$ cat src/include/dmm_defs.svh
`ifndef DMM_DEFS_SVH
`define DMM_DEFS_SVH

// apb register map, one 32 bit word each
`define DMM_ADDR_MODE       8'h00
`define DMM_ADDR_DIRECT     8'h04
`define DMM_ADDR_APERTURE   8'h08
`define DMM_ADDR_PRECHARGE  8'h0C
`define DMM_ADDR_ARM        8'h10
`define DMM_ADDR_AZMUX      8'h14   // lo code 3:0, hi code 7:4
`define DMM_ADDR_STATUS     8'h18   // read only
`define DMM_ADDR_COUNT      8'h1C   // read only

// output mode codes, any other code drives pins low
`define DMM_MODE_DIRECT     3'd0
`define DMM_MODE_LO         3'd1
`define DMM_MODE_HI         3'd2
`define DMM_MODE_AZ         3'd4

`define DMM_STATUS_MAGIC    8'haa

// board pin vector layout
`define DMM_PIN_LEDS_LO            0
`define DMM_PIN_LEDS_HI            3
`define DMM_PIN_MONITOR_LO         4
`define DMM_PIN_MONITOR_HI         11
`define DMM_PIN_SPI_INTERRUPT_CTL  12
`define DMM_PIN_MEAS_COMPLETE      13
`define DMM_PIN_SIG_PC_SW_LO       14
`define DMM_PIN_SIG_PC_SW_HI       15
`define DMM_PIN_AZMUX_LO           16
`define DMM_PIN_AZMUX_HI           19
`define DMM_PIN_ADC_CMPR_LATCH     20
`define DMM_PIN_ADC_REFMUX_LO      21
`define DMM_PIN_ADC_REFMUX_HI      24

`endif

$ cat src/logic/dmm_pkg.sv
package dmm_pkg;

  //////////////////////////////
  // bus and register widths

  typedef logic [31:0] reg_word_t;     // apb data, full register
  typedef logic [7:0]  apb_addr_t;     // byte address
  typedef logic [2:0]  mode_sel_t;     // pin mode / alternate function
  typedef logic [23:0] precharge_t;    // precharge length in clks

  //////////////////////////////
  // sequencer and pins

  typedef logic [3:0]  azmux_t;        // analog mux code
  typedef logic [2:0]  az_status_t;    // bit 0 phase hi, bit 1 running
  typedef logic [15:0] sample_count_t; // completed samples
  typedef logic [24:0] pin_vec_t;      // packed board pins

  // auto-zero sequencer states
  typedef enum logic [2:0] {
    IDLE,
    PC_LO,       // precharge on the zero reference
    SAMPLE_LO,   // adc aperture on the zero reference
    PC_HI,       // precharge on the signal
    SAMPLE_HI    // adc aperture on the signal
  } az_state_t;

endpackage

$ cat src/logic/dmm_regs.sv
`timescale 1ns/1ps
`include "dmm_defs.svh"

module dmm_regs (
  input  logic                    clk,
  input  logic                    arst_n_i,
  // apb slave, zero wait states
  input  logic                    psel_i,
  input  logic                    penable_i,
  input  logic                    pwrite_i,
  input  dmm_pkg::apb_addr_t      paddr_i,
  input  dmm_pkg::reg_word_t      pwdata_i,
  output dmm_pkg::reg_word_t      prdata_o,
  // readable inputs
  input  logic [3:0]              hw_flags_i,
  input  dmm_pkg::az_status_t     az_status_i,
  input  dmm_pkg::sample_count_t  sample_count_i,
  // configuration out
  output dmm_pkg::mode_sel_t      mode_o,
  output dmm_pkg::reg_word_t      direct_o,
  output dmm_pkg::reg_word_t      aperture_o,
  output dmm_pkg::precharge_t     precharge_o,
  output dmm_pkg::azmux_t         azmux_lo_o,
  output dmm_pkg::azmux_t         azmux_hi_o,
  output logic                    arm_o
);
  import dmm_pkg::*;

  logic      wr_en;        // access phase of a write
  reg_word_t status_word;

  assign wr_en = psel_i && penable_i && pwrite_i;

  // zeros, flags 14:11, sequencer 10:8, magic 7:0
  assign status_word = {17'b0, hw_flags_i, az_status_i, `DMM_STATUS_MAGIC};

  //////////////////////////////
  // write side

  always_ff @(posedge clk or negedge arst_n_i) begin
    if (!arst_n_i) begin
      mode_o      <= '0;   // direct mode, pins follow direct word
      direct_o    <= '0;
      aperture_o  <= '0;
      precharge_o <= '0;
      azmux_lo_o  <= '0;
      azmux_hi_o  <= '0;
      arm_o       <= 1'b0; // sequencer parked
    end else if (wr_en) begin
      case (paddr_i)
        `DMM_ADDR_MODE:      mode_o      <= pwdata_i[2:0];
        `DMM_ADDR_DIRECT:    direct_o    <= pwdata_i;
        `DMM_ADDR_APERTURE:  aperture_o  <= pwdata_i;
        `DMM_ADDR_PRECHARGE: precharge_o <= pwdata_i[23:0];
        `DMM_ADDR_ARM:       arm_o       <= pwdata_i[0];
        `DMM_ADDR_AZMUX: begin
          azmux_lo_o <= pwdata_i[3:0];
          azmux_hi_o <= pwdata_i[7:4];
        end
        default: ;  // unmapped, and status/count are read only
      endcase
    end
  end

  //////////////////////////////
  // read side, decoded straight from paddr

  always_comb begin
    case (paddr_i)
      `DMM_ADDR_MODE:      prdata_o = {29'b0, mode_o};
      `DMM_ADDR_DIRECT:    prdata_o = direct_o;
      `DMM_ADDR_APERTURE:  prdata_o = aperture_o;
      `DMM_ADDR_PRECHARGE: prdata_o = {8'b0, precharge_o};
      `DMM_ADDR_ARM:       prdata_o = {31'b0, arm_o};
      `DMM_ADDR_AZMUX:     prdata_o = {24'b0, azmux_hi_o, azmux_lo_o};
      `DMM_ADDR_STATUS:    prdata_o = status_word;
      `DMM_ADDR_COUNT:     prdata_o = {16'b0, sample_count_i};
      default:             prdata_o = '0;  // unmapped
    endcase
  end

endmodule

$ cat src/logic/sample_acquisition_az.sv
`timescale 1ns/1ps

module sample_acquisition_az (
  input  logic                    clk,
  input  logic                    arst_n_i,
  input  logic                    arm_i,
  input  dmm_pkg::precharge_t     precharge_i,
  input  dmm_pkg::azmux_t         azmux_lo_i,   // zero reference code
  input  dmm_pkg::azmux_t         azmux_hi_i,   // signal input code
  input  logic                    adc_valid_i,  // fan-in from adc
  output logic                    adc_trig_o,
  output logic                    sw_pc_o,
  output dmm_pkg::azmux_t         azmux_o,
  output logic                    led_o,
  output logic                    meas_complete_o,
  output dmm_pkg::az_status_t     status_o,
  output dmm_pkg::sample_count_t  sample_count_o
);
  import dmm_pkg::*;

  az_state_t  state_q;
  precharge_t pc_cnt_q;   // precharge cycles left
  logic       sampling;   // waiting on the adc, either phase
  logic       phase_hi;
  logic       running;

  assign sampling = (state_q == SAMPLE_LO) || (state_q == SAMPLE_HI);
  assign phase_hi = (state_q == PC_HI) || (state_q == SAMPLE_HI);
  assign running  = (state_q != IDLE);

  //////////////////////////////
  // state machine

  always_ff @(posedge clk or negedge arst_n_i) begin
    if (!arst_n_i) begin
      state_q         <= IDLE;
      pc_cnt_q        <= '0;
      adc_trig_o      <= 1'b0;
      meas_complete_o <= 1'b0;
      sample_count_o  <= '0;
    end else begin
      adc_trig_o      <= 1'b0;  // single cycle pulses
      meas_complete_o <= 1'b0;

      // every finished aperture counts, lo and hi alike
      if (sampling && adc_valid_i) begin
        sample_count_o <= sample_count_o + 1'b1;
      end
      if ((state_q == SAMPLE_HI) && adc_valid_i) begin
        meas_complete_o <= 1'b1;   // full lo/hi pair done
      end

      if (!arm_i) begin
        state_q <= IDLE;            // disarm wins from any state
      end else begin
        case (state_q)
          IDLE: begin
            state_q  <= PC_LO;
            pc_cnt_q <= precharge_i;
          end
          PC_LO, PC_HI: begin
            if (pc_cnt_q < 24'd2) begin
              // precharge done, fire the adc on entry
              state_q    <= (state_q == PC_LO) ? SAMPLE_LO : SAMPLE_HI;
              adc_trig_o <= 1'b1;
            end else begin
              pc_cnt_q <= pc_cnt_q - 1'b1;
            end
          end
          SAMPLE_LO: begin
            if (adc_valid_i) begin
              state_q  <= PC_HI;
              pc_cnt_q <= precharge_i;
            end
          end
          SAMPLE_HI: begin
            if (adc_valid_i) begin
              state_q  <= PC_LO;     // still armed, go around again
              pc_cnt_q <= precharge_i;
            end
          end
          default: state_q <= IDLE;
        endcase
      end
    end
  end

  //////////////////////////////
  // outputs decoded from state

  always_comb begin
    case (state_q)
      PC_LO, SAMPLE_LO: azmux_o = azmux_lo_i;
      PC_HI, SAMPLE_HI: azmux_o = azmux_hi_i;
      default:          azmux_o = '0;   // idle, mux parked
    endcase
  end

  assign sw_pc_o  = (state_q == PC_LO) || (state_q == PC_HI);  // precharge switch closed
  assign led_o    = phase_hi;
  assign status_o = {1'b0, running, phase_hi};   // bit 2 reserved

endmodule

$ cat src/logic/adc_aperture.sv
`timescale 1ns/1ps

module adc_aperture (
  input  logic               clk,
  input  logic               arst_n_i,
  input  logic               trig_i,
  input  dmm_pkg::reg_word_t aperture_i,  // in clks
  output logic               valid_o,
  output logic [3:0]         monitor_o    // scope debug
);
  import dmm_pkg::*;

  reg_word_t cnt_q;
  reg_word_t aperture_eff;  // zero aperture behaves as one
  logic      busy_q;

  assign aperture_eff = (aperture_i == '0) ? 32'd1 : aperture_i;

  // trig in cycle T loads the count, valid lands in T + aperture
  always_ff @(posedge clk or negedge arst_n_i) begin
    if (!arst_n_i) begin
      busy_q <= 1'b0;
      cnt_q  <= '0;
    end else if (!busy_q) begin
      if (trig_i) begin
        busy_q <= 1'b1;
        cnt_q  <= aperture_eff;
      end
    end else begin
      cnt_q <= cnt_q - 1'b1;   // triggers ignored while busy
      if (cnt_q == 32'd1) begin
        busy_q <= 1'b0;        // last cycle of the aperture
      end
    end
  end

  assign valid_o   = busy_q && (cnt_q == 32'd1);
  assign monitor_o = {busy_q, cnt_q[2:0]};

endmodule

$ cat src/logic/pin_output_stage.sv
`timescale 1ns/1ps
`include "dmm_defs.svh"

module pin_output_stage (
  input  logic               clk,
  input  logic               arst_n_i,
  input  dmm_pkg::mode_sel_t mode_i,
  input  dmm_pkg::reg_word_t direct_i,
  // auto-zero sources
  input  logic               az_sw_pc_i,
  input  dmm_pkg::azmux_t    az_azmux_i,
  input  logic               az_led_i,
  input  logic               az_meas_complete_i,
  input  logic               adc_trig_i,
  input  logic [3:0]         adc_monitor_i,
  // board pins
  output logic [3:0]         leds_o,
  output logic [7:0]         monitor_o,
  output logic               spi_interrupt_ctl_o,
  output logic               meas_complete_o,
  output logic [1:0]         sig_pc_sw_o,
  output logic [3:0]         azmux_o,
  output logic               adc_cmpr_latch_o,
  output logic [3:0]         adc_refmux_o
);
  import dmm_pkg::*;

  pin_vec_t pins_d;
  pin_vec_t pins_q;

  //////////////////////////////
  // mode select

  always_comb begin
    pins_d = '0;   // unused codes leave every pin low
    case (mode_i)
      `DMM_MODE_DIRECT: pins_d = direct_i[$bits(pin_vec_t)-1:0];
      `DMM_MODE_LO:     pins_d = '0;
      `DMM_MODE_HI:     pins_d = '1;
      `DMM_MODE_AZ: begin
        pins_d[`DMM_PIN_LEDS_LO]                        = az_led_i;
        pins_d[`DMM_PIN_MONITOR_LO +: 4]                = adc_monitor_i;
        pins_d[`DMM_PIN_MONITOR_LO + 4]                 = adc_trig_i;
        pins_d[`DMM_PIN_SPI_INTERRUPT_CTL]              = az_meas_complete_i; // irq to mcu
        pins_d[`DMM_PIN_MEAS_COMPLETE]                  = az_meas_complete_i;
        pins_d[`DMM_PIN_SIG_PC_SW_LO]                   = az_sw_pc_i;
        pins_d[`DMM_PIN_AZMUX_HI:`DMM_PIN_AZMUX_LO]     = az_azmux_i;
      end
      default: pins_d = '0;
    endcase
  end

  // one clk of latency on every pin
  always_ff @(posedge clk or negedge arst_n_i) begin
    if (!arst_n_i) begin
      pins_q <= '0;
    end else begin
      pins_q <= pins_d;
    end
  end

  //////////////////////////////
  // unpack to pins

  assign leds_o              = pins_q[`DMM_PIN_LEDS_HI:`DMM_PIN_LEDS_LO];
  assign monitor_o           = pins_q[`DMM_PIN_MONITOR_HI:`DMM_PIN_MONITOR_LO];
  assign spi_interrupt_ctl_o = pins_q[`DMM_PIN_SPI_INTERRUPT_CTL];
  assign meas_complete_o     = pins_q[`DMM_PIN_MEAS_COMPLETE];
  assign sig_pc_sw_o         = pins_q[`DMM_PIN_SIG_PC_SW_HI:`DMM_PIN_SIG_PC_SW_LO];
  assign azmux_o             = pins_q[`DMM_PIN_AZMUX_HI:`DMM_PIN_AZMUX_LO];
  assign adc_cmpr_latch_o    = pins_q[`DMM_PIN_ADC_CMPR_LATCH];
  assign adc_refmux_o        = pins_q[`DMM_PIN_ADC_REFMUX_HI:`DMM_PIN_ADC_REFMUX_LO];

endmodule

$ cat src/logic/dmm_top.sv
`timescale 1ns/1ps

module dmm_top (
  input  logic               clk,
  input  logic               arst_n_i,
  // apb from the mcu bridge
  input  logic               psel_i,
  input  logic               penable_i,
  input  logic               pwrite_i,
  input  dmm_pkg::apb_addr_t paddr_i,
  input  dmm_pkg::reg_word_t pwdata_i,
  output dmm_pkg::reg_word_t prdata_o,
  input  logic [3:0]         hw_flags_i,
  // board pins
  output logic [3:0]         leds_o,
  output logic [7:0]         monitor_o,
  output logic               spi_interrupt_ctl_o,
  output logic               meas_complete_o,
  output logic [1:0]         sig_pc_sw_o,
  output logic [3:0]         azmux_o,       // u410
  output logic               adc_cmpr_latch_o,
  output logic [3:0]         adc_refmux_o   // u902 ref current mux
);
  import dmm_pkg::*;

  // register block outputs
  mode_sel_t     reg_mode;
  reg_word_t     reg_direct;
  reg_word_t     reg_aperture;
  precharge_t    reg_precharge;
  azmux_t        reg_azmux_lo;
  azmux_t        reg_azmux_hi;
  logic          reg_arm;

  // sequencer and adc
  logic          az_sw_pc;
  azmux_t        az_azmux;
  logic          az_led;
  logic          az_meas_complete;
  az_status_t    az_status;
  sample_count_t az_sample_count;
  logic          adc_trig;
  logic          adc_valid;
  logic [3:0]    adc_monitor;

  dmm_regs dmm_regs (
    .clk(clk), .arst_n_i(arst_n_i),
    .psel_i(psel_i), .penable_i(penable_i), .pwrite_i(pwrite_i),
    .paddr_i(paddr_i), .pwdata_i(pwdata_i), .prdata_o(prdata_o),
    .hw_flags_i(hw_flags_i), .az_status_i(az_status), .sample_count_i(az_sample_count),
    .mode_o(reg_mode), .direct_o(reg_direct), .aperture_o(reg_aperture),
    .precharge_o(reg_precharge), .azmux_lo_o(reg_azmux_lo), .azmux_hi_o(reg_azmux_hi),
    .arm_o(reg_arm)
  );

  sample_acquisition_az sample_acquisition_az (
    .clk(clk), .arst_n_i(arst_n_i),
    .arm_i(reg_arm), .precharge_i(reg_precharge),
    .azmux_lo_i(reg_azmux_lo), .azmux_hi_i(reg_azmux_hi),
    .adc_valid_i(adc_valid), .adc_trig_o(adc_trig),
    .sw_pc_o(az_sw_pc), .azmux_o(az_azmux), .led_o(az_led),
    .meas_complete_o(az_meas_complete), .status_o(az_status),
    .sample_count_o(az_sample_count)
  );

  adc_aperture adc_aperture (
    .clk(clk), .arst_n_i(arst_n_i),
    .trig_i(adc_trig), .aperture_i(reg_aperture),
    .valid_o(adc_valid), .monitor_o(adc_monitor)
  );

  pin_output_stage pin_output_stage (
    .clk(clk), .arst_n_i(arst_n_i),
    .mode_i(reg_mode), .direct_i(reg_direct),
    .az_sw_pc_i(az_sw_pc), .az_azmux_i(az_azmux), .az_led_i(az_led),
    .az_meas_complete_i(az_meas_complete), .adc_trig_i(adc_trig),
    .adc_monitor_i(adc_monitor),
    .leds_o(leds_o), .monitor_o(monitor_o), .spi_interrupt_ctl_o(spi_interrupt_ctl_o),
    .meas_complete_o(meas_complete_o), .sig_pc_sw_o(sig_pc_sw_o), .azmux_o(azmux_o),
    .adc_cmpr_latch_o(adc_cmpr_latch_o), .adc_refmux_o(adc_refmux_o)
  );

endmodule

$ cat config.mk
export PLATFORM = sky130hd
export DESIGN_NAME = dmm_top
export DESIGN_NICKNAME = d
export VERILOG_FILES = /design/src/logic/dmm_pkg.sv /design/src/logic/dmm_regs.sv /design/src/logic/sample_acquisition_az.sv /design/src/logic/adc_aperture.sv /design/src/logic/pin_output_stage.sv /design/src/logic/dmm_top.sv
export VERILOG_INCLUDE_DIRS = /design/src /design/src/include
export SDC_FILE = /design/constraint.sdc
export NUM_CORES = 1
export LEC_CHECK = 0
export ABC_AREA = 1
export CORE_MARGIN = 1.5
export CORE_UTILIZATION = 30
export CTS_CLUSTER_SIZE = 12
export DETAILED_ROUTE_END_ITERATION = 8
export DONT_BUFFER_PORTS = 1
export SYNTH_ARGS = -nofsm -noshare
export SYNTH_HDL_FRONTEND = slang
export SYNTH_HIERARCHICAL = 1
export SYNTH_SLANG_ARGS = --single-unit
$ cat constraint.sdc
create_clock -name clk -period 2.6 [get_ports clk]
set_input_delay 0.39 -clock clk [delete_from_list [all_inputs] [get_ports clk]]
set_output_delay 0.39 -clock clk [all_outputs]
set_load 0.02 [all_outputs]
==> flow_summary.toml, run 1 <==
[final_layout]
nets = 1709
layout-drive-gt1-share = 0.08019
n_fill_cell = 4014
syn_to_final_growth_pct = 15.33
final_util = 0.3531
multi_input_area_um2 = 5547
final-seq-area_um2 = 5080

[global_route]
track_usage = 0.1875
first_global_vias = 10210
grt_max_degree = 204
antenna_found_initial = 5
grt_pass1_wl_mm = 58.24
grt_overflow_total = 0

[logic_synthesis]
synth_cell_types = 41
syn-cell-area_um2 = 11560
synth_top_cell_by_area = "dfrtp_1"
yosys.area.top_type_share = 0.4394
post_synth.cell_area_avg_um2 = 7.109
yosysMostFrequentCell = "nand2_1"
ys_top_cells_by_area = "dfrtp_1 44%, nand2_1 17%, nand3_1 9.4%"
ys_seq_area_frac = 0.4394
synth.ff_latch_count = 203
syn_nets = 1679
ys_async_sr_fraction = 1.000
synthCells = 1626
ys_top_cells_by_count = "515 x nand2_1, 218 x nand3_1, 203 x dfrtp_1"
ys.flop_type = "dfrtp_1"
synth_edf_count = 0
yosysWarnings = 6

[timing]
setup_tns_ns = 0
period_needed_ns = 2.432
final_max_slew_viol_count = 0
worst_slew_pin_slew_ns = 0.7280
grt_setup_unrepaired = "no"
max_freq_mhz = 411.1
fin_crit_sh = 0.9355
hold_slack_ns = -0.4219
report.final.setup_viol = 0
clock_skew_ns = 0.02036
final_hold_viol_count = 203
slew_headroom = 0.5135

[setup_path]
cp_top_family = "simple AND/OR/NAND/NOR gates"
reg2reg_depth = 14
crit_chain = "nor2_2, nand2_1, inv_1, nor2_1, inv_1, nand3_1, nand2_1, inv_1, nand2_1"
r2r_start = "adc_aperture/cnt_q[13]$_DFFE_PN0P_"
rr_endpoint = "sample_acquisition_az/sample_count_o[12]$_DFFE_PN0P_"
worstPathMaxFanout = 6
ff2ff_setup_slack_ns = 0.23
crit_slowest_cell = "dfrtp_1"
worstSetupStartpointType = "flop"
cp-end-kind = "output port"
cp.required_ns = 2.21
worstSetupPathType = "flop to output port"
critical_path_arrival_ns = 2.04
crit_buf_inv = 3
slowest_delay_ns = 0.40

[placement]
gp_congestion = 0.9314
io_buffers = 0
hpwlAfterDp_mm = 26.81

[pwr]
power_frac_clock = 0.426
seqPwrFrac = 0.435
p_comb_frac = 0.139
leakage_nw = 6.946
swShare = 0.2831
p_int_mw = 5.526
p_switching_mw = 2.182
p_per_area_nw_per_um2 = 578.2
ir_drop_v = 0.0004360
total_power_mw = 7.708

[drt]
post-route-drc-count = 0
drtIter0Drc = 963
wl_per_cell_um = 16.94
dr.pass1.iters = 5
antenna_left = 0
vias_per_cell = 5.004
via_count = 10930
wl_mm = 37.01

[floorplan]
fp-row-count = 71
initial_core_util = 0.3062
die_y_um = 199.3
core_area_um2 = 37760
die_area_um2 = 39720
die-width_um = 199.3
ioPinCount = 106

[clock_network]
cts_made_buffers = 24
clock-root-buffer = "clkbuf_16"
cts.clk_slew.worst_paths_ns = 0.06
clock_path_buffers = 3
htree_levels = 1
clkSinkCount = 203
clock_latency_ns = 0.54
cts_tree = "built"
ctsHoldBuffers = 32

[outcome]
outcome = "finished, violations left"
violations = "negative hold slack"

[min_path]
hold_class = "primary input to asynchronous set/reset pin"

[job]
maxCapViolCount = 0
logic make-up after synthesis:
family	after synthesis	synth area share
buf+inv	216	0.08226
other cells	1	0.0003244
compound gates	178	0.08388
fa+ha+maj	4	0.004330
flops	203	0.4394
xor+xnor	19	0.01440
simple gates	1005	0.3754
layer usage:
metal	routed length, um	GRT usage	vias up
met3	2473	0.03460	59
met2	17050	0.2998	356
li1	-	-	5279
met4	1321	0.06425	4
met5	23	0	-
met1	16140	0.2536	5231
placed cells by master (no fill, tap or decap), types with 3 or more instances in the layout:
master         count
inv_1            137
clkbuf_8           4
a22o_1             4
inv_2              5
nand3b_1           4
xnor2_1            6
buf_4             36
a21oi_1            6
ha_1               4
o21ai_0          101
clkbuf_16         24
clkbuf_1           4
nand2_1          515
dlygate4sd3_1     32
buf_12             8
nor3_1             4
o21bai_1           3
dfrtp_1          203
nor2_1           194
nand2_2            9
nand4_1           22
o22ai_1            8
xor2_1            13
nand3_1          217
clkinv_2           3
nand3_2            4
nor2_2            18
o211ai_1          11
nor2_4            10
o21ai_1           42
worst reg2reg max path: cells and delay by family (launching register included):
| kind | cells | cell delay, ns |
|---|---|---|
| flops | 1 | 0.41 |
| buf+inv | 3 | 0.38 |
| simple gates | 11 | 1.46 |
cell type report:
cell class	instances	area share
diodes	2	0.0003754
clock buffers	32	0.05031
clock inverters	9	0.007039
inverters	144	0.04092
multi-input cells	1207	0.4160
flip-flops and latches	203	0.3810
well taps	511	0.04796
repair buffers	76	0.05631
state kept, by name, indices dropped and copies added (netlist names):
signal                                 count
sample_acquisition_az/pc_cnt_q            24
pin_output_stage/pins_q                   25
dmm_regs/direct_o                         32
adc_aperture/cnt_q                        32
sample_acquisition_az/adc_trig_o           1
dmm_regs/precharge_o                      24
adc_aperture/busy_q                        1
sample_acquisition_az/meas_complete_o      1
dmm_regs/aperture_o                       32
dmm_regs/mode_o                            3
sample_acquisition_az/sample_count_o      16
dmm_regs/arm_o                             1
dmm_regs/azmux_lo_o                        4
dmm_regs/azmux_hi_o                        4
sample_acquisition_az/state_q              3
how the worst max path moves through the flow:
stage	depth (start not counted)	endpoint	slack (ns)	from
floorplan	13	sample_acquisition_az/pc_cnt_q[7]$_DFFE_PN0P_	0.54	adc_aperture/cnt_q[1]$_DFFE_PN0P_
finish	9	prdata_o[8]	0.17	sample_acquisition_az/state_q[0]$_DFFE_PN0P_
CTS	13	sample_acquisition_az/pc_cnt_q[4]$_DFFE_PN0P_	0.1	adc_aperture/cnt_q[13]$_DFFE_PN0P_
global placement	14	sample_acquisition_az/sample_count_o[12]$_DFFE_PN0P_	0.18	adc_aperture/cnt_q[1]$_DFFE_PN0P_
detailed placement	13	sample_acquisition_az/pc_cnt_q[4]$_DFFE_PN0P_	0.10	adc_aperture/cnt_q[13]$_DFFE_PN0P_
global route	13	sample_acquisition_az/pc_cnt_q[7]$_DFFE_PN0P_	0.006	adc_aperture/cnt_q[13]$_DFFE_PN0P_
through the flow:
step                      std cells  instance area [um^2]  setup WS, ns
after floorplan                1626                 11560        0.5411
after global placement         2108                 12210        0.1767
after detailed placement       2108                 12210        0.1019
after CTS                      2181                 13300       0.09525
after global routing           2184                 13330      0.006257
final                          2184                 13330        0.1676
what timing repair did:
item / 4_1_cts / 5_1_grt
gates resized for setup: 0 / 7
endpoints found under the hold margin: 302 / 203
endpoints found under the setup margin: 0 / 18
setup buffers: 0 / 1
power groups by stage:
stage | Combinational (mW) | Sequential (mW) | Clock [mW]
after global placement | 0.990 | 3.41 | 0
after detailed placement | 0.995 | 3.41 | 0
final | 1.07 | 3.35 | 3.28
after CTS | 1.07 | 3.35 | 3.36
after floorplan | 0.778 | 3.38 | 0
after global routing | 1.21 | 3.36 | 3.47
Note: power is estimated with default switching activity, not from simulation.
==> run 2: changes to the inputs <==
--- a/config.mk
+++ b/config.mk
@@ -12,6 +12,7 @@
 export CTS_CLUSTER_SIZE = 12
 export DETAILED_ROUTE_END_ITERATION = 8
 export DONT_BUFFER_PORTS = 1
+export HOLD_SLACK_MARGIN = 0.1
 export SYNTH_ARGS = -nofsm -noshare
 export SYNTH_HDL_FRONTEND = slang
 export SYNTH_HIERARCHICAL = 1
==> flow_summary.toml, run 2 (synthesis gave the netlist of run 1 again) <==
[outcome]
outcome = "finished, violations left"
violations = "negative hold slack"

[final_layout]
nets = 1709
syn_to_final_growth_pct = 15.35
multi_input_area_um2 = 5547
final-seq-area_um2 = 5080
layout_common_cells = "515 x nand2_1, 217 x nand3_1, 203 x dfrtp_1"
layout-drive-gt1-share = 0.08019
top_regs = "adc_aperture/cnt_q (32), dmm_regs/aperture_o (32), dmm_regs/direct_o (32)"
final_common_cell = "nand2_1"
final_cells = 2185
n_fill_cell = 4014
final_util = 0.3532

[min_path]
hold_class = "primary input to asynchronous set/reset pin"

[timing]
hold_slack_ns = -0.4214
worst_slew_pin_slew_ns = 0.7389
final_max_slew_viol_count = 0
report.final.setup_viol = 0
grt_setup_unrepaired = "no"
period_needed_ns = 2.431
slew_headroom = 0.5062
setup_tns_ns = 0
fin_crit_sh = 0.9349
max_freq_mhz = 411.4
clock_skew_ns = 0.02108
final_hold_viol_count = 203

[clock_network]
cts.clk_slew.worst_paths_ns = 0.06
clkSinkCount = 203
clock-root-buffer = "clkbuf_16"
clock_latency_ns = 0.54
ctsHoldBuffers = 32
clock_path_buffers = 3
cts_made_buffers = 24
cts_tree = "built"
htree_levels = 1

[drt]
via_count = 10870
wl_mm = 36.92
wl_per_cell_um = 16.90
vias_per_cell = 4.974
antenna_left = 0
post-route-drc-count = 0
dr.pass1.iters = 5
drtIter0Drc = 909

[floorplan]
ioPinCount = 106
die_y_um = 199.3
core_area_um2 = 37760
die-width_um = 199.3
die_area_um2 = 39720
fp-row-count = 71
initial_core_util = 0.3062

[setup_path]
worstSetupStartpointType = "flop"
worstPathMaxFanout = 6
cp.required_ns = 2.21
critical_path_arrival_ns = 2.04
worstSetupPathType = "flop to output port"
cp-end-kind = "output port"
ff2ff_setup_slack_ns = 0.24

[global_route]
antenna_found_initial = 5
first_global_vias = 10200
grt_max_degree = 204
grt_overflow_total = 0
grtUsageMet2 = 0.2995
track_usage = 0.1874
use_met1 = 0.2536
met3_usage = 0.03460
grt_pass1_wl_mm = 58.23
top_usage_layer = "met2"

[pwr]
ir_drop_v = 0.0004365
leakage_nw = 6.946
total_power_mw = 7.700
p_per_area_nw_per_um2 = 577.5

[placement]
io_buffers = 0
gp_congestion = 0.9314
hpwlAfterDp_mm = 26.81
dp.cells = 2108

[job]
maxCapViolCount = 0
[run 2: report_power, final]
group / leakage [nW] / switching, mW / internal (mW) / total [mW]
registers: 2.57 / 0.109 / 3.24 / 3.35
logic: 4.01 / 0.701 / 0.370 / 1.07
clock network: 0.371 / 1.36 / 1.91 / 3.28
total: 6.95 / 2.17 / 5.53 / 7.70
[run 2: metal layers]
metal	share of wire	vias to the layer above
li1	-	5285
met1	0.43	5178
met2	0.46	344
met3	0.071	57
met4	0.035	4
met5	0.00062	-
[run 2: path summary, 6_finish.rpt]
| check | to | depth (start not counted) | startpoint |
|---|---|---|---|
| worst max-delay path | prdata_o[8] | 9 | sample_acquisition_az/state_q[1]$_DFFE_PN0P_ |
| worst min-delay path | dmm_regs/aperture_o[20]$_DFFE_PN0P_ | 0 | arst_n_i |
| worst max register to register | sample_acquisition_az/sample_count_o[12]$_DFFE_PN0P_ | 14 | adc_aperture/cnt_q[13]$_DFFE_PN0P_ |
| worst min register to register | dmm_regs/direct_o[31]$_DFFE_PN0P_ | 2 | dmm_regs/direct_o[31]$_DFFE_PN0P_ |
| max in group asynchronous | dmm_regs/precharge_o[10]$_DFFE_PN0P_ | 0 | arst_n_i |
| min in group clk | dmm_regs/arm_o$_DFFE_PN0P_ | 4 | paddr_i[4] |
[run 2: through the flow]
step / worst slack (ns) / instance area, um^2
floorplan: 0.5411 / 11560
global placement: 0.1767 / 12210
detailed placement: 0.1019 / 12210
CTS: 0.09525 / 13300
global route: 0.006257 / 13330
finish: 0.1693 / 13330
[run 2: layout make-up]
| type | count | share of cell area |
|---|---|---|
| repair buffers | 76 | 0.05630 |
| clock inverters | 9 | 0.007038 |
| well taps | 511 | 0.04795 |
| multi-input cells | 1207 | 0.4160 |
| inverters | 144 | 0.04091 |
| diodes | 3 | 0.0005630 |
| clock buffers | 32 | 0.05030 |
| flip-flops and latches | 203 | 0.3810 |
[run 2: what timing repair did]
item,4_1_cts,5_1_grt
gates resized for setup,0,7
hold endpoints to repair,303,203
setup endpoints to repair,0,18
setup buffers,0,1
[run 2: critical path, cell delays in order (launching register included)]
cell and delay, ns:
dfrtp_1 0.42, nor2_2 0.16, nand2_1 0.12, inv_1 0.09, nor2_1 0.05, inv_1 0.25, nand3_1 0.12, nand2_1 0.07
inv_1 0.03, nand2_1 0.19
==> run 3: changes to the inputs <==
--- a/config.mk
+++ b/config.mk
@@ -7,12 +7,15 @@
 export NUM_CORES = 1
 export LEC_CHECK = 0
 export ABC_AREA = 1
+export CORE_ASPECT_RATIO = 1.25
 export CORE_MARGIN = 1.5
 export CORE_UTILIZATION = 30
+export CTS_BUF_LIST = sky130_fd_sc_hd__clkbuf_2 sky130_fd_sc_hd__clkbuf_4 sky130_fd_sc_hd__clkbuf_8
 export CTS_CLUSTER_SIZE = 12
 export DETAILED_ROUTE_END_ITERATION = 8
 export DONT_BUFFER_PORTS = 1
 export HOLD_SLACK_MARGIN = 0.1
+export SLEW_MARGIN = 10
 export SYNTH_ARGS = -nofsm -noshare
 export SYNTH_HDL_FRONTEND = slang
 export SYNTH_HIERARCHICAL = 1
==> flow_summary.toml, run 3 (synthesis gave the netlist of run 1 again) <==
[outcome]
violations = "negative hold slack"
outcome = "finished, violations left"

[setup_path]
critical_path_arrival_ns = 2.03
worstSetupPathType = "flop to output port"
cp.required_ns = 2.21
worstPathMaxFanout = 6
worstSetupStartpointType = "flop"
cp-end-kind = "output port"

[min_path]
hold_class = "primary input to asynchronous set/reset pin"

[final_layout]
n_fill_cell = 3989
top_regs = "adc_aperture/cnt_q (32), dmm_regs/aperture_o (32), dmm_regs/direct_o (32)"
final_cells = 2195
syn_to_final_growth_pct = 15.98
layout-drive-gt1-share = 0.09770
multi_input_area_um2 = 5557
layout_common_cells = "515 x nand2_1, 217 x nand3_1, 203 x dfrtp_1"
final-seq-area_um2 = 5080
final_common_cell = "nand2_1"
nets = 1726

[pwr]
p_per_area_nw_per_um2 = 595.7
leakage_nw = 7.033
ir_drop_v = 0.0002739
total_power_mw = 7.986

[timing]
worst_slew_pin_slew_ns = 0.5983
clock_skew_ns = 0.02514
slew_headroom = 0.5980
hold_slack_ns = -0.4520
final_hold_viol_count = 203
timing.final.ws_setup_ns = 0.1836
report.final.setup_viol = 0
period_needed_ns = 2.416
max_freq_mhz = 413.8
final_max_slew_viol_count = 0
grt_setup_unrepaired = "no"
fin_crit_sh = 0.9294
setup_tns_ns = 0

[global_route]
grt_overflow_total = 0
grt_pass1_wl_mm = 58.68
first_global_vias = 10830
grt_max_degree = 204
track_usage = 0.1889
antenna_found_initial = 5

[drt]
wl_mm = 37.17
antenna_left = 0
via_count = 10960
wl_per_cell_um = 16.93
vias_per_cell = 4.995
drtIter0Drc = 880
post-route-drc-count = 0
dr.pass1.iters = 7

[placement]
dp.cells = 2090
gp_congestion = 0.9064
io_buffers = 0
hpwlAfterDp_mm = 27.00
place_ws_ns = 0.02747

[floorplan]
die_y_um = 222.5
initial_core_util = 0.3039
die_area_um2 = 39730
fp-row-count = 80
core_area_um2 = 38040
die-width_um = 178.6
ioPinCount = 106

[clock_network]
cts_tree = "built"
cts.clk_slew.worst_paths_ns = 0.06
clock-root-buffer = "clkbuf_8"
clock_path_buffers = 3
htree_levels = 2
cts_made_buffers = 36
ctsHoldBuffers = 32
clock_latency_ns = 0.55
clkSinkCount = 203

[job]
maxCapViolCount = 0
[run 3: cell count changes in the layout (fill, tap and decap cells not counted), sizes merged]
| cell | delta |
|---|---|
| clkbuf | +25 |
| bufinv | +3 |
| inv | +1 |
| clkinv | -5 |
| buf | +4 |
| diode | +1 |
[run 3: layout make-up]
type / instances / share of cell area
sequential: 203 / 0.3789
clock inverter: 8 / 0.01111
tap: 492 / 0.04592
multi-input combinational: 1207 / 0.4145
timing repair buffer: 81 / 0.05572
antenna: 4 / 0.0007466
clock buffer: 56 / 0.05282
inverter: 144 / 0.04032
[run 3: worst paths after layout]
| kind | from | slack (ns) | depth (start not counted) | to |
|---|---|---|---|---|
| hold / removal | arst_n_i | -0.45 | 0 | pin_output_stage/pins_q[23]$_DFF_PN0_ |
| hold reg to reg | dmm_regs/direct_o[28]$_DFFE_PN0P_ | 0.52 | 2 | dmm_regs/direct_o[28]$_DFFE_PN0P_ |
| max in group asynchronous | arst_n_i | 2.73 | 0 | pin_output_stage/pins_q[4]$_DFF_PN0_ |
| min in group clk | paddr_i[4] | 0.14 | 4 | dmm_regs/arm_o$_DFFE_PN0P_ |
| setup reg to reg | adc_aperture/cnt_q[1]$_DFFE_PN0P_ | 0.19 | 14 | sample_acquisition_az/pc_cnt_q[9]$_DFFE_PN0P_ |
| setup / recovery | sample_acquisition_az/state_q[2]$_DFFE_PN0P_ | 0.18 | 9 | prdata_o[8] |
[run 3: routing by layer]
layer | GRT usage | share of wire
met1 | 0.2183 | 0.39
met2 | 0.3305 | 0.50
met3 | 0.03200 | 0.053
met4 | 0.09812 | 0.050
met5 | 0 | 0.00035
[run 3: through the flow]
step           cell area [um^2]    util
3_5_place_dp              12150  0.3194
2_1_floorplan             11560       -
6_report                  13410  0.3525
4_1_cts                   13330  0.3505
3_3_place_gp              12150  0.3194
5_1_grt                   13410  0.3525
[run 3: worst max-delay path: stages (launching register included)]
cell and delay [ns]:
dfrtp_1 0.42, nor2_2 0.13, inv_1 0.06, nor2_1 0.15, nor2_1 0.06, inv_1 0.22, nand3_1 0.12, nand2_1 0.07
inv_1 0.04, nand2_1 0.21
[run 3: report_power, final]
group / internal, mW / switching, mW
sequential: 3.24 / 0.105
clock: 2.14 / 1.40
combinational: 0.372 / 0.726
total: 5.75 / 2.23
[run 3: timing repair]
| item | CTS | global route |
|---|---|---|
| gates cloned | 0 | 1 |
| setup buffers | 1 | 3 |
| pin swaps | 1 | 1 |
| endpoints found under the hold margin | 303 | 203 |
| setup endpoints to repair | 1 | 25 |
| gates resized for setup | 0 | 7 |
